## config.mk

```make
export PLATFORM = sky130hd
export DESIGN_NAME = l1_l2_cache
export DESIGN_NICKNAME = d
export VERILOG_FILES = /design/src/hw/cache_pkg.sv /design/src/hw/cache_req_if.sv /design/src/hw/icache.sv /design/src/hw/dcache.sv /design/src/hw/l2cache.sv /design/src/hw/l1_l2_cache.sv
export SDC_FILE = /design/constraint.sdc
export NUM_CORES = 2
export LEC_CHECK = 0
export BUFFER_PORTS_ARGS = -buffer_cell sky130_fd_sc_hd__buf_2
export CAP_MARGIN = 20
export CELL_PAD_IN_SITES_DETAIL_PLACEMENT = 0
export CELL_PAD_IN_SITES_GLOBAL_PLACEMENT = 1
export CORE_UTILIZATION = 59
export DETAILED_ROUTE_END_ITERATION = 10
export GPL_ROUTABILITY_DRIVEN = 1
export GPL_TIMING_DRIVEN = 1
export PLACE_DENSITY_LB_ADDON = 0.08
export SETUP_SLACK_MARGIN = 0.15
export SLEW_MARGIN = 20
export SYNTH_ARGS = -nofsm -noshare
export SYNTH_HDL_FRONTEND = slang
export SYNTH_SLANG_ARGS = --single-unit
```

## constraint.sdc

```tcl
create_clock -name clk -period 25.7 [get_ports clk]
set_input_delay 5.14 -clock clk [delete_from_list [all_inputs] [get_ports clk]]
set_output_delay 5.14 -clock clk [all_outputs]
set_load 0.005 [all_outputs]
```

## src/hw/cache_pkg.sv

```systemverilog
// shared widths, line type, FSM states and the byte merge helper for the cache hierarchy
`default_nettype none

package cache_pkg;

    localparam int ADDR_W     = 32;
    localparam int WORD_W     = 32;
    localparam int OFFSET_W   = 2;
    localparam int LINE_WORDS = 1 << OFFSET_W;

    typedef logic [WORD_W-1:0]   word_t;
    typedef logic [WORD_W/8-1:0] strb_t;
    typedef logic [LINE_WORDS-1:0][WORD_W-1:0] line_t; // word 0 in the low bits

    typedef enum logic [2:0] {
        L1_IDLE,
        L1_MISS_REQ,
        L1_MISS_WAIT,
        L1_WRITE_REQ,
        L1_WRITE_WAIT
    } l1_state_e;

    typedef enum logic [2:0] {
        L2_IDLE,
        L2_LOOKUP,
        L2_MRD_REQ,
        L2_MRD_WAIT,
        L2_MWR_REQ,
        L2_MWR_WAIT,
        L2_RESP
    } l2_state_e;

    typedef enum logic {
        SRC_I,
        SRC_D
    } l2_src_e;

    // bytes with strobe set come from new_w
    function automatic word_t merge_word(word_t old_w, word_t new_w, strb_t strb);
        word_t res;
        res = old_w;
        for (int b = 0; b < WORD_W / 8; b++) begin
            if (strb[b]) begin
                res[8*b +: 8] = new_w[8*b +: 8];
            end
        end
        return res;
    endfunction

endpackage

`default_nettype wire

```

## src/hw/cache_req_if.sv

```systemverilog
// one L1-to-L2 request channel (req/addr_ok/data_ok handshake), one instance per L1 cache
`default_nettype none

interface cache_req_if;
    import cache_pkg::*;

    logic  req;
    logic  we;
    word_t addr;
    word_t wdata;
    strb_t wstrb;
    logic  addr_ok; // request consumed this cycle
    logic  data_ok; // one-cycle response pulse
    line_t rdata;

    modport l1 (
        output req, we, addr, wdata, wstrb,
        input  addr_ok, data_ok, rdata
    );

    modport l2 (
        input  req, we, addr, wdata, wstrb,
        output addr_ok, data_ok, rdata
    );

endinterface

`default_nettype wire

```

## src/hw/icache.sv

```systemverilog
// direct-mapped L1 instruction cache, returns one word per fetch and refills lines from L2
`default_nettype none

module icache #(
    parameter int INDEX_W = 2
) (
    input  logic             clk,
    input  logic             arst_n,
    input  logic             if_valid,
    input  cache_pkg::word_t if_addr,
    output logic             if_ready,
    output cache_pkg::word_t if_rdata,
    output logic             if_rvalid,
    cache_req_if.l1          l2
);
    import cache_pkg::*;

    localparam int LINES = 1 << INDEX_W;
    localparam int TAG_W = ADDR_W - INDEX_W - OFFSET_W - 2;

    logic [LINES-1:0] valid_q;
    logic [TAG_W-1:0] tags [LINES];
    line_t            lines [LINES];

    l1_state_e           state_q;
    logic                lookup_q; // tag check cycle after acceptance
    word_t               addr_q;
    logic [INDEX_W-1:0]  idx;
    logic [TAG_W-1:0]    tag;
    logic [OFFSET_W-1:0] off;
    logic                hit;

    assign idx = addr_q[OFFSET_W+2 +: INDEX_W];
    assign tag = addr_q[ADDR_W-1 -: TAG_W];
    assign off = addr_q[2 +: OFFSET_W];
    assign hit = valid_q[idx] && (tags[idx] == tag);

    assign if_ready  = (state_q == L1_IDLE) && !lookup_q;
    assign if_rvalid = (lookup_q && hit) || ((state_q == L1_MISS_WAIT) && l2.data_ok);
    assign if_rdata  = (state_q == L1_MISS_WAIT) ? l2.rdata[off] : lines[idx][off];

    // read-only side of the channel
    assign l2.req   = (lookup_q && !hit) || (state_q == L1_MISS_REQ);
    assign l2.we    = 1'b0;
    assign l2.addr  = addr_q;
    assign l2.wdata = '0;
    assign l2.wstrb = '0;

    always_ff @(posedge clk or negedge arst_n) begin
        if (!arst_n) begin
            state_q  <= L1_IDLE;
            lookup_q <= 1'b0;
            valid_q  <= '0;
        end else begin
            lookup_q <= if_valid && if_ready;
            case (state_q)
                L1_IDLE: begin
                    if (lookup_q && !hit) begin
                        state_q <= l2.addr_ok ? L1_MISS_WAIT : L1_MISS_REQ;
                    end
                end
                L1_MISS_REQ: begin
                    if (l2.addr_ok) begin
                        state_q <= L1_MISS_WAIT;
                    end
                end
                L1_MISS_WAIT: begin
                    if (l2.data_ok) begin
                        valid_q[idx] <= 1'b1;
                        state_q      <= L1_IDLE;
                    end
                end
                default: state_q <= L1_IDLE;
            endcase
        end
    end

    always_ff @(posedge clk) begin
        if (if_valid && if_ready) begin
            addr_q <= if_addr;
        end
        if ((state_q == L1_MISS_WAIT) && l2.data_ok) begin // refill
            lines[idx] <= l2.rdata;
            tags[idx]  <= tag;
        end
    end

endmodule

`default_nettype wire

```

## src/hw/dcache.sv

```systemverilog
// direct-mapped write-through L1 data cache, word reads and byte-strobed writes through to L2
`default_nettype none

module dcache #(
    parameter int INDEX_W = 2
) (
    input  logic             clk,
    input  logic             arst_n,
    input  logic             d_valid,
    input  logic             d_we,
    input  cache_pkg::word_t d_addr,
    input  cache_pkg::word_t d_wdata,
    input  cache_pkg::strb_t d_wstrb,
    output logic             d_ready,
    output cache_pkg::word_t d_rdata,
    output logic             d_resp_valid,
    cache_req_if.l1          l2
);
    import cache_pkg::*;

    localparam int LINES = 1 << INDEX_W;
    localparam int TAG_W = ADDR_W - INDEX_W - OFFSET_W - 2;

    logic [LINES-1:0] valid_q;
    logic [TAG_W-1:0] tags [LINES];
    line_t            lines [LINES];

    l1_state_e           state_q;
    logic                lookup_q;
    logic                we_q;
    word_t               addr_q;
    word_t               wdata_q;
    strb_t               wstrb_q;
    logic [INDEX_W-1:0]  idx;
    logic [TAG_W-1:0]    tag;
    logic [OFFSET_W-1:0] off;
    logic                hit;
    logic                wait_ack;

    assign idx = addr_q[OFFSET_W+2 +: INDEX_W];
    assign tag = addr_q[ADDR_W-1 -: TAG_W];
    assign off = addr_q[2 +: OFFSET_W];
    assign hit = valid_q[idx] && (tags[idx] == tag);

    assign wait_ack = (state_q == L1_MISS_WAIT) || (state_q == L1_WRITE_WAIT);

    assign d_ready      = (state_q == L1_IDLE) && !lookup_q;
    assign d_resp_valid = (lookup_q && !we_q && hit) || (wait_ack && l2.data_ok);
    assign d_rdata      = (state_q == L1_MISS_WAIT) ? l2.rdata[off] : lines[idx][off];

    // writes always go down, reads only on a miss
    assign l2.req   = (lookup_q && (we_q || !hit))
                      || (state_q == L1_MISS_REQ) || (state_q == L1_WRITE_REQ);
    assign l2.we    = we_q;
    assign l2.addr  = addr_q;
    assign l2.wdata = wdata_q;
    assign l2.wstrb = wstrb_q;

    always_ff @(posedge clk or negedge arst_n) begin
        if (!arst_n) begin
            state_q  <= L1_IDLE;
            lookup_q <= 1'b0;
            valid_q  <= '0;
        end else begin
            lookup_q <= d_valid && d_ready;
            case (state_q)
                L1_IDLE: begin
                    if (lookup_q && we_q) begin
                        state_q <= l2.addr_ok ? L1_WRITE_WAIT : L1_WRITE_REQ;
                    end else if (lookup_q && !hit) begin
                        state_q <= l2.addr_ok ? L1_MISS_WAIT : L1_MISS_REQ;
                    end
                end
                L1_MISS_REQ: begin
                    if (l2.addr_ok) begin
                        state_q <= L1_MISS_WAIT;
                    end
                end
                L1_MISS_WAIT: begin
                    if (l2.data_ok) begin
                        valid_q[idx] <= 1'b1;
                        state_q      <= L1_IDLE;
                    end
                end
                L1_WRITE_REQ: begin
                    if (l2.addr_ok) begin
                        state_q <= L1_WRITE_WAIT;
                    end
                end
                L1_WRITE_WAIT: begin
                    if (l2.data_ok) begin
                        state_q <= L1_IDLE; // L2 ack ends the write
                    end
                end
                default: state_q <= L1_IDLE;
            endcase
        end
    end

    always_ff @(posedge clk) begin
        if (d_valid && d_ready) begin
            we_q    <= d_we;
            addr_q  <= d_addr;
            wdata_q <= d_wdata;
            wstrb_q <= d_wstrb;
        end
        if (lookup_q && we_q && hit) begin // no-write-allocate, hit only
            lines[idx][off] <= merge_word(lines[idx][off], wdata_q, wstrb_q);
        end
        if ((state_q == L1_MISS_WAIT) && l2.data_ok) begin
            lines[idx] <= l2.rdata;
            tags[idx]  <= tag;
        end
    end

endmodule

`default_nettype wire

```

## src/hw/l2cache.sv

```systemverilog
// shared direct-mapped write-through L2, arbitrates the two L1 channels and drives main memory
`default_nettype none

module l2cache #(
    parameter int INDEX_W = 3
) (
    input  logic             clk,
    input  logic             arst_n,
    cache_req_if.l2          i_port,
    cache_req_if.l2          d_port,
    output logic             mem_req,
    output logic             mem_we,
    output cache_pkg::word_t mem_addr,
    output cache_pkg::word_t mem_wdata,
    output cache_pkg::strb_t mem_wstrb,
    input  logic             mem_addr_ok,
    input  cache_pkg::line_t mem_rdata,
    input  logic             mem_data_ok
);
    import cache_pkg::*;

    localparam int LINES = 1 << INDEX_W;
    localparam int TAG_W = ADDR_W - INDEX_W - OFFSET_W - 2;

    logic [LINES-1:0] valid_q;
    logic [TAG_W-1:0] tags [LINES];
    line_t            lines [LINES];

    l2_state_e           state_q;
    l2_src_e             src_q;
    logic                we_q;
    word_t               addr_q;
    word_t               wdata_q;
    strb_t               wstrb_q;
    logic [INDEX_W-1:0]  idx;
    logic [TAG_W-1:0]    tag;
    logic [OFFSET_W-1:0] off;
    logic                hit;
    logic                idle;

    assign idx  = addr_q[OFFSET_W+2 +: INDEX_W];
    assign tag  = addr_q[ADDR_W-1 -: TAG_W];
    assign off  = addr_q[2 +: OFFSET_W];
    assign hit  = valid_q[idx] && (tags[idx] == tag);
    assign idle = (state_q == L2_IDLE);

    // fixed priority, data side first
    assign d_port.addr_ok = idle && d_port.req;
    assign i_port.addr_ok = idle && i_port.req && !d_port.req;

    assign d_port.data_ok = (state_q == L2_RESP) && (src_q == SRC_D);
    assign i_port.data_ok = (state_q == L2_RESP) && (src_q == SRC_I);
    assign d_port.rdata   = lines[idx];
    assign i_port.rdata   = lines[idx];

    assign mem_req   = (state_q == L2_MRD_REQ) || (state_q == L2_MWR_REQ);
    assign mem_we    = (state_q == L2_MWR_REQ);
    assign mem_addr  = mem_we ? addr_q : {addr_q[ADDR_W-1:OFFSET_W+2], {(OFFSET_W + 2){1'b0}}};
    assign mem_wdata = wdata_q;
    assign mem_wstrb = wstrb_q;

    always_ff @(posedge clk or negedge arst_n) begin
        if (!arst_n) begin
            state_q <= L2_IDLE;
            src_q   <= SRC_I;
            valid_q <= '0;
        end else begin
            case (state_q)
                L2_IDLE: begin
                    if (d_port.req) begin
                        src_q   <= SRC_D;
                        state_q <= L2_LOOKUP;
                    end else if (i_port.req) begin
                        src_q   <= SRC_I;
                        state_q <= L2_LOOKUP;
                    end
                end
                L2_LOOKUP: begin
                    if (we_q) begin
                        state_q <= L2_MWR_REQ;
                    end else if (hit) begin
                        state_q <= L2_RESP;
                    end else begin
                        state_q <= L2_MRD_REQ;
                    end
                end
                L2_MRD_REQ: begin
                    if (mem_addr_ok) begin
                        state_q <= L2_MRD_WAIT;
                    end
                end
                L2_MRD_WAIT: begin
                    if (mem_data_ok) begin
                        valid_q[idx] <= 1'b1;
                        state_q      <= L2_RESP;
                    end
                end
                L2_MWR_REQ: begin
                    if (mem_addr_ok) begin
                        state_q <= L2_MWR_WAIT;
                    end
                end
                L2_MWR_WAIT: begin
                    if (mem_data_ok) begin
                        state_q <= L2_RESP; // memory is current now
                    end
                end
                default: state_q <= L2_IDLE; // L2_RESP lasts one cycle
            endcase
        end
    end

    always_ff @(posedge clk) begin
        if (d_port.addr_ok) begin
            we_q    <= d_port.we;
            addr_q  <= d_port.addr;
            wdata_q <= d_port.wdata;
            wstrb_q <= d_port.wstrb;
        end else if (i_port.addr_ok) begin
            we_q    <= i_port.we;
            addr_q  <= i_port.addr;
            wdata_q <= i_port.wdata;
            wstrb_q <= i_port.wstrb;
        end
        if ((state_q == L2_LOOKUP) && we_q && hit) begin
            lines[idx][off] <= merge_word(lines[idx][off], wdata_q, wstrb_q);
        end
        if ((state_q == L2_MRD_WAIT) && mem_data_ok) begin
            lines[idx] <= mem_rdata;
            tags[idx]  <= tag;
        end
    end

endmodule

`default_nettype wire

```

## src/hw/l1_l2_cache.sv

```systemverilog
// cache subsystem top, connects the two L1 caches to the shared L2 and exposes the memory port
`default_nettype none

module l1_l2_cache #(
    parameter int I_INDEX_W  = 2,
    parameter int D_INDEX_W  = 2,
    parameter int L2_INDEX_W = 3
) (
    input  logic             clk,
    input  logic             arst_n,

    // instruction fetch side
    input  logic             if_valid,
    input  cache_pkg::word_t if_addr,
    output logic             if_ready,
    output cache_pkg::word_t if_rdata,
    output logic             if_rvalid,

    // load/store side
    input  logic             d_valid,
    input  logic             d_we,
    input  cache_pkg::word_t d_addr,
    input  cache_pkg::word_t d_wdata,
    input  cache_pkg::strb_t d_wstrb,
    output logic             d_ready,
    output cache_pkg::word_t d_rdata,
    output logic             d_resp_valid,

    // main memory, line reads and word writes
    output logic             mem_req,
    output logic             mem_we,
    output cache_pkg::word_t mem_addr,
    output cache_pkg::word_t mem_wdata,
    output cache_pkg::strb_t mem_wstrb,
    input  logic             mem_addr_ok,
    input  cache_pkg::line_t mem_rdata,
    input  logic             mem_data_ok
);

    cache_req_if i_chan ();
    cache_req_if d_chan ();

    icache #(
        .INDEX_W (I_INDEX_W)
    ) u_icache (
        .clk       (clk),
        .arst_n    (arst_n),
        .if_valid  (if_valid),
        .if_addr   (if_addr),
        .if_ready  (if_ready),
        .if_rdata  (if_rdata),
        .if_rvalid (if_rvalid),
        .l2        (i_chan.l1)
    );

    dcache #(
        .INDEX_W (D_INDEX_W)
    ) u_dcache (
        .clk          (clk),
        .arst_n       (arst_n),
        .d_valid      (d_valid),
        .d_we         (d_we),
        .d_addr       (d_addr),
        .d_wdata      (d_wdata),
        .d_wstrb      (d_wstrb),
        .d_ready      (d_ready),
        .d_rdata      (d_rdata),
        .d_resp_valid (d_resp_valid),
        .l2           (d_chan.l1)
    );

    l2cache #(
        .INDEX_W (L2_INDEX_W)
    ) u_l2cache (
        .clk         (clk),
        .arst_n      (arst_n),
        .i_port      (i_chan.l2),
        .d_port      (d_chan.l2),
        .mem_req     (mem_req),
        .mem_we      (mem_we),
        .mem_addr    (mem_addr),
        .mem_wdata   (mem_wdata),
        .mem_wstrb   (mem_wstrb),
        .mem_addr_ok (mem_addr_ok),
        .mem_rdata   (mem_rdata),
        .mem_data_ok (mem_data_ok)
    );

endmodule

`default_nettype wire

```

Yosys cells after proc, flatten, opt, wreduce, memory -nomap -nowiden. Memories as Yosys holds them, arrays and structs flattened. A register that Yosys moved wholly into a read port is not among the register bits. Index checks and enable logic that the tools add are counted.

RAM bits: 2456. Bits in registers: 198. Memories kept: 6.

Reductions and logical operators: 59. Bitwise logic cells: 260. Multiplexer cells: 348. Equality and inequality tests: 26. Magnitude comparators: 11.

Memory list: u_l2cache.lines (words 8, bits a word 128, rd ports 1, clocked after memory_dff 1, write ports 1, RTL line l2cache.sv:27) `line_t lines [LINES];`; u_dcache.lines (words 4, bits a word 128, rd ports 1, clocked after memory_dff 1, write ports 1, RTL line dcache.sv:26) `line_t lines [LINES];`; u_icache.lines (words 4, bits a word 128, rd ports 1, clocked after memory_dff 1, write ports 1, RTL line icache.sv:23) `line_t lines [LINES];`; u_l2cache.tags (words 8, bits a word 25, rd ports 1, clocked after memory_dff 1, write ports 1, RTL line l2cache.sv:26) `logic [TAG_W-1:0] tags [LINES];`; u_dcache.tags (words 4, bits a word 26, rd ports 1, clocked after memory_dff 1, write ports 1, RTL line dcache.sv:25) `logic [TAG_W-1:0] tags [LINES];`; u_icache.tags (words 4, bits a word 26, rd ports 1, clocked after memory_dff 1, write ports 1, RTL line icache.sv:22) `logic [TAG_W-1:0] tags [LINES];`.

Operator list (number): 32-bit two-way mux (13); 32-bit binary-select mux with 2-bit select (5); 1-bit two-way mux (274); 128-bit two-way mux (2); 1-bit bitwise OR (256); 32-bit demux with 2-bit select (2); 8-bit two-way mux (16); 3-bit two-way mux (18); 26-bit == test (2); 1-bit logical AND (31); 25-bit == test (1); 3-bit by 2-bit == test with 1-bit output (second input constant) (5); 2-bit by 3-bit less-than comparator with 1-bit output (second input constant) (5); 3-bit one-hot mux with 5 select lines (1); 3-bit == test (second input constant) (4); 2-bit two-way mux (6); 4-bit two-way mux (3); 2-bit by 1-bit inequality test with 1-bit output (second input constant) (6); 3-bit one-hot mux with 4 select lines (1); 3-bit by 1-bit == test with 1-bit output (second input constant) (3); 3-bit logical NOT (3); 3-bit one-hot mux with 3 select lines (1); 2-bit by 1-bit >= comparator with 1-bit output (second input constant) (4); 1-bit logical OR (8); 18 further kinds (34).

Longest topological paths before layout.
Depth after elaboration: 13. Depth in mapped cells: 14. Mapped depth without buffers: 9.

By module. A second synthesis with hierarchy kept.

Cells, all modules: 5230. Area, all modules: 108683.0 sq um.

Modules (own cells, without submodules): l2cache (area an instance 53667.7 sq um, sequential area each 39187.6 sq um, cells an instance 2668, times used 1); dcache (area an instance 28848.9 sq um, sequential area each 20810.0 sq um, cells an instance 1387, times used 1); icache (area an instance 26166.3 sq um, sequential area each 19673.9 sq um, cells an instance 1175, times used 1).

Least setup slack after synthesis. OpenSTA, ideal clock, no wires.

Path kind: register to register. From: register u_icache.state_q[0]. To: register u_icache.valid_q[2]. Arrival: 13.525 ns. Path buffers: 2. Cell stages (with the launch flop): 7. Slack: 12.039 ns. Path through: dfrtp_1 -> nand2b_1 -> clkbuf_1 -> buf_1 -> or3_1 -> nor3b_1 -> or2_2.

Cells in the longest elaborated chain, start to end: 2.

RTL lines: from (decl) (RTL line icache.sv:25) `l1_state_e state_q;`; from (signal assigned) (RTL line icache.sv:59) `state_q <= l2.addr_ok ? L1_MISS_WAIT : L1_MISS_REQ;`; 3-bit by 2-bit == test with 1-bit output (RTL line icache.sv:56) `case (state_q)`; 2-bit AND reduction (no source line); to (signal assigned) (RTL line icache.sv:53) `valid_q <= '0;`; to (signal, indexed assignment) (RTL line icache.sv:69) `valid_q[idx] <= 1'b1;`; to (decl) (RTL line icache.sv:21) `logic [LINES-1:0] valid_q;`.

Every way passes these cells. A chain may end at the register's enable or synchronous reset.

==> results.sh <==
export IMPL_drc=0
export IMPL_reg2reg_to="u_l2cache.lines[4][69]$_DFFE_PP_"
export IMPL_yosys_area_top_type_share_pct=73.7
export IMPL_first_pass_iters=6
export IMPL_slowest_stage="dfxtp_4"
export IMPL_max_stage_delay_ns=0.93
export IMPL_critPathBufInv=4
export IMPL_cpLargestDelayFamily="buffers and inverters"
export IMPL_fin_util_pct=67.3
export IMPL_multi_input_area_um2=26400
export IMPL_cp_common_cell="buf_4"
export IMPL_swShare_pct=32.7
export IMPL_hold_path_class="flip-flop to flip-flop"
export IMPL_cp_arrival_ns=6.73
export IMPL_p_int_mw=9.81
export IMPL_avgSynthCellArea_um2=21.0
export IMPL_crit_type="flip-flop to primary output"
export IMPL_power_total_mw=14.6
export IMPL_comb_power_share_pct=31.2
export IMPL_hpwl_um=187000
export IMPL_ys_seq_area_share_pct=74.4
export IMPL_io_pins=373
export IMPL_start_kind="flip-flop"
export IMPL_cp_required_ns=20.56
export IMPL_setup_tns_ns=0
export IMPL_globalplace_congestion=0.826
export IMPL_min_period_ns=11.87
export IMPL_seqCellArea_um2=79700
export IMPL_root_buffer="clkbuf_16"
export IMPL_slew_headroom_pct=24.0
export IMPL_viasPerCell=6.81
export IMPL_cts_tree="done"
export IMPL_p_per_area_nw_per_um2=121
export IMPL_ant_nets=0
export IMPL_grt_pass1_wl_um=427000
export IMPL_pwr_share_seq_pct=42.3
export IMPL_drt_iter0_markers=7287
export IMPL_rsz0062_at_grt="no"
export IMPL_clock_sinks=2660
export IMPL_post_cts_buffers=0
export IMPL_synth_nets=5342
export IMPL_whs_endpoint="u_dcache.valid_q[2]$_DFFE_PN0P_"
export IMPL_r2r_slack_ns=18.89
export IMPL_dieWidth_um=428
export IMPL_post_cts_resized=0
export IMPL_grt_usage_pct=33.9
export IMPL_synthArstFlopShare_pct=1.02
export IMPL_min_path_cells=1
export IMPL_p_leak_nw=39.3
export IMPL_post_dp_cell_area_um2=112000
export IMPL_power_frac_clock_pct=26.5
export IMPL_synth_cell_types=62
export IMPL_wl_per_cell_um=37.6
export IMPL_rows=155
export IMPL_grt_max_degree=155
export IMPL_initial_core_util_pct=59.7
export IMPL_syn2layout_area_growth_pct=12.8
export IMPL_nNetsFinal=5843
export IMPL_routed_wl_um=307000
export IMPL_post_route_period_util_pct=46.2
export IMPL_cp_end_kind="primary output"
export IMPL_skew_ns=0.0542
export IMPL_htreeDepth=5
export IMPL_num_vias=55600
export IMPL_grt_pass1_vias=55100
export IMPL_synth_top_area_cell="edfxtp_1"
export IMPL_die_y_um=428
export IMPL_crit_chain="buf_4 > buf_4 > buf_4 > mux4_2 > mux2_2 > mux4_2 > mux2_2 > buf_2"
export IMPL_die_area_um2=183000
export IMPL_hold_viol=0
export IMPL_cts_max_path_buffers=4
export IMPL_clk_pin_slew_ns=0.07
export IMPL_cts_made_buffers=286
export IMPL_drive_gt1_share_pct=34.2
export IMPL_synth_area_leaders="edfxtp_1 74%, mux4_2 16%, mux2_2 2.8%"
export IMPL_setup_ws_ns=13.83
export IMPL_syn_cell_area_um2=107000
export IMPL_status="finished, final reports clean"
export IMPL_netlist_instances=5106
export IMPL_io_buffers=372
export IMPL_synth_ff_type="edfxtp_1"
export IMPL_ctsHoldBuffers=0
export IMPL_stdcell_area_um2=121000
export IMPL_crit_cells=8
export IMPL_antenna_found_initial=9
export IMPL_dpl_worst_slack_ns=14.62
export IMPL_coreArea_um2=179000
export IMPL_synth_edff_count=2626
export IMPL_power_switching_mw=4.77
export IMPL_fillCellCount=11500
export IMPL_r2r_cells=8
export IMPL_synth_seq_cells=2660
export IMPL_maxCapViolCount=0
export IMPL_worstPathMaxFanout=45
export IMPL_fmax_mhz=84.3
export IMPL_holdCritStartpoint="u_dcache.valid_q[2]$_DFFE_PN0P_"
export IMPL_setup_violations_final=0
export IMPL_vdd_drop_max_v=0.0000988
export IMPL_synth_warnings=0
export IMPL_clock_latency_ns=0.94
export IMPL_grt_remaining_overflow=0
export IMPL_worstMarginPinSlew_ns=1.14
export IMPL_drv_slew=0
cell usage in the layout (no fill, tap or decap), types with 6 or more instances in the layout:
master     Yosys  layout
a21oi_1       17      17
a221oi_1       7       7
and2_1        43      42
and3_1         8       6
buf_12         1       6
buf_2         45     372
buf_4         45     140
bufinv_16      0      13
clkbuf_1     159      69
clkbuf_16      0     297
clkinv_1       0      55
clkinv_2       0      48
dfrtp_1       27      27
dfxtp_4        0       7
edfxtp_1    2626    2626
inv_1         21      20
mux2_2       263     263
mux2i_1       82      82
mux4_2       750     750
nand2_1      575     575
nand2b_1      49      48
nand3_1        9       8
nand4_1       14      14
nor2_1        34      17
nor2_4         0      14
nor2b_1        9       8
nor3_1        15       9
nor3_2         1       7
nor4_1         8       8
o211ai_1      35      35
o21ai_0       32      20
o21ai_4        0      32
o2bb2ai_1      7       7
or2_2         12      11
or3_1          6       6
xnor2_1       40      40
xor2_1        28      28
through the flow:
stage               hold WS, ns  cells
floorplan                 0.434   5106
global route              0.478   8168
CTS                       0.462   8167
detailed placement        0.449   7674
global placement          0.447   7674
finish                    0.465   8171
layout make-up:
class                           instances  share of cell area [%]
Multi-Input combinational cell       2120                    21.8
Timing Repair Buffer                  518                    2.51
Clock inverter                        124                   0.750
Sequential cell                      2660                    66.0
Inverter                               21                  0.0663
Clock buffer                          369                    6.40
Antenna cell                            4                 0.00829
Tap cell                             2355                    2.44
cell families (layout without fill, tap and decap cells):
logic type	Yosys count	in the layout	share of synthesized area (%)
adders and majority gates	1	1	0.0117
other	0	4	0
xor gates and xnor gates	68	68	0.556
DFF	2660	2660	74.4
AOI/OAI and AO/OA	158	158	0.992
and+or+nand+nor	798	798	3.24
muxes	1095	1095	19.3
buffers and inverters	326	1032	1.45
per-layer routing:
metal	routed length, um	vias to the layer above	track usage [%]	part of all wire (%)
met5	13	-	0	0.0042
met4	16100	2	15.6	5.3
met3	26300	586	5.13	8.6
met2	152000	3172	55.0	49
met1	113000	29900	46.1	37
li1	-	22000	-	-
power by group through the flow:
| stage | Sequential (mW) | Clock [mW] | Combinational [mW] |
|---|---|---|---|
| after floorplan | 6.04 | 0 | 2.86 |
| after global placement | 6.25 | 0 | 4.47 |
| after detailed placement | 6.26 | 0 | 4.57 |
| after CTS | 6.18 | 3.89 | 4.58 |
| after global routing | 6.20 | 4.05 | 4.74 |
| final | 6.17 | 3.86 | 4.55 |
flip-flops by register name (all words and copies together), names as in the netlist, 4 cells and up, named ones only:
name / count
u_dcache.valid_q: 4
u_l2cache.mem_wdata: 32
u_l2cache.valid_q: 8
u_dcache.l2.wdata: 32
u_l2cache.lines: 1024
u_icache.tags: 104
u_dcache.tags: 104
u_dcache.lines: 512
u_dcache.l2.addr: 32
u_dcache.l2.wstrb: 4
u_icache.l2.addr: 32
u_icache.lines: 512
u_l2cache.addr_q: 32
u_l2cache.mem_wstrb: 4
u_l2cache.tags: 200
u_icache.valid_q: 4
synthesized netlist by cell type (all sizes together), types with 9 or more instances:
library cell	count
xor2	28
nand3	9
nand4	14
nor4	9
buf	141
nor2	34
nor3	16
nand2b	49
o21ai	52
xnor2	40
clkbuf	164
mux2	263
edfxtp	2626
mux2i	82
and2	43
o211ai	35
or2	12
nor2b	9
inv	21
dfrtp	27
a21oi	17
nand2	575
mux4	750
worst max-delay path by stage:
stage | slack (ns) | from | end
2_1_floorplan | 12.04 | u_icache.state_q[0]$_DFFE_PN0P_ | u_icache.valid_q[2]$_DFFE_PN0P_
3_3_place_gp | 14.68 | flip-flop | d_rdata[9]
3_5_place_dp | 14.62 | flip-flop | d_rdata[9]
4_1_cts | 13.64 | flip-flop | d_rdata[9]
5_1_grt | 13.38 | flip-flop | d_rdata[9]
6_report | 13.83 | flip-flop | d_rdata[9]
(Power assumes the default switching activity.)
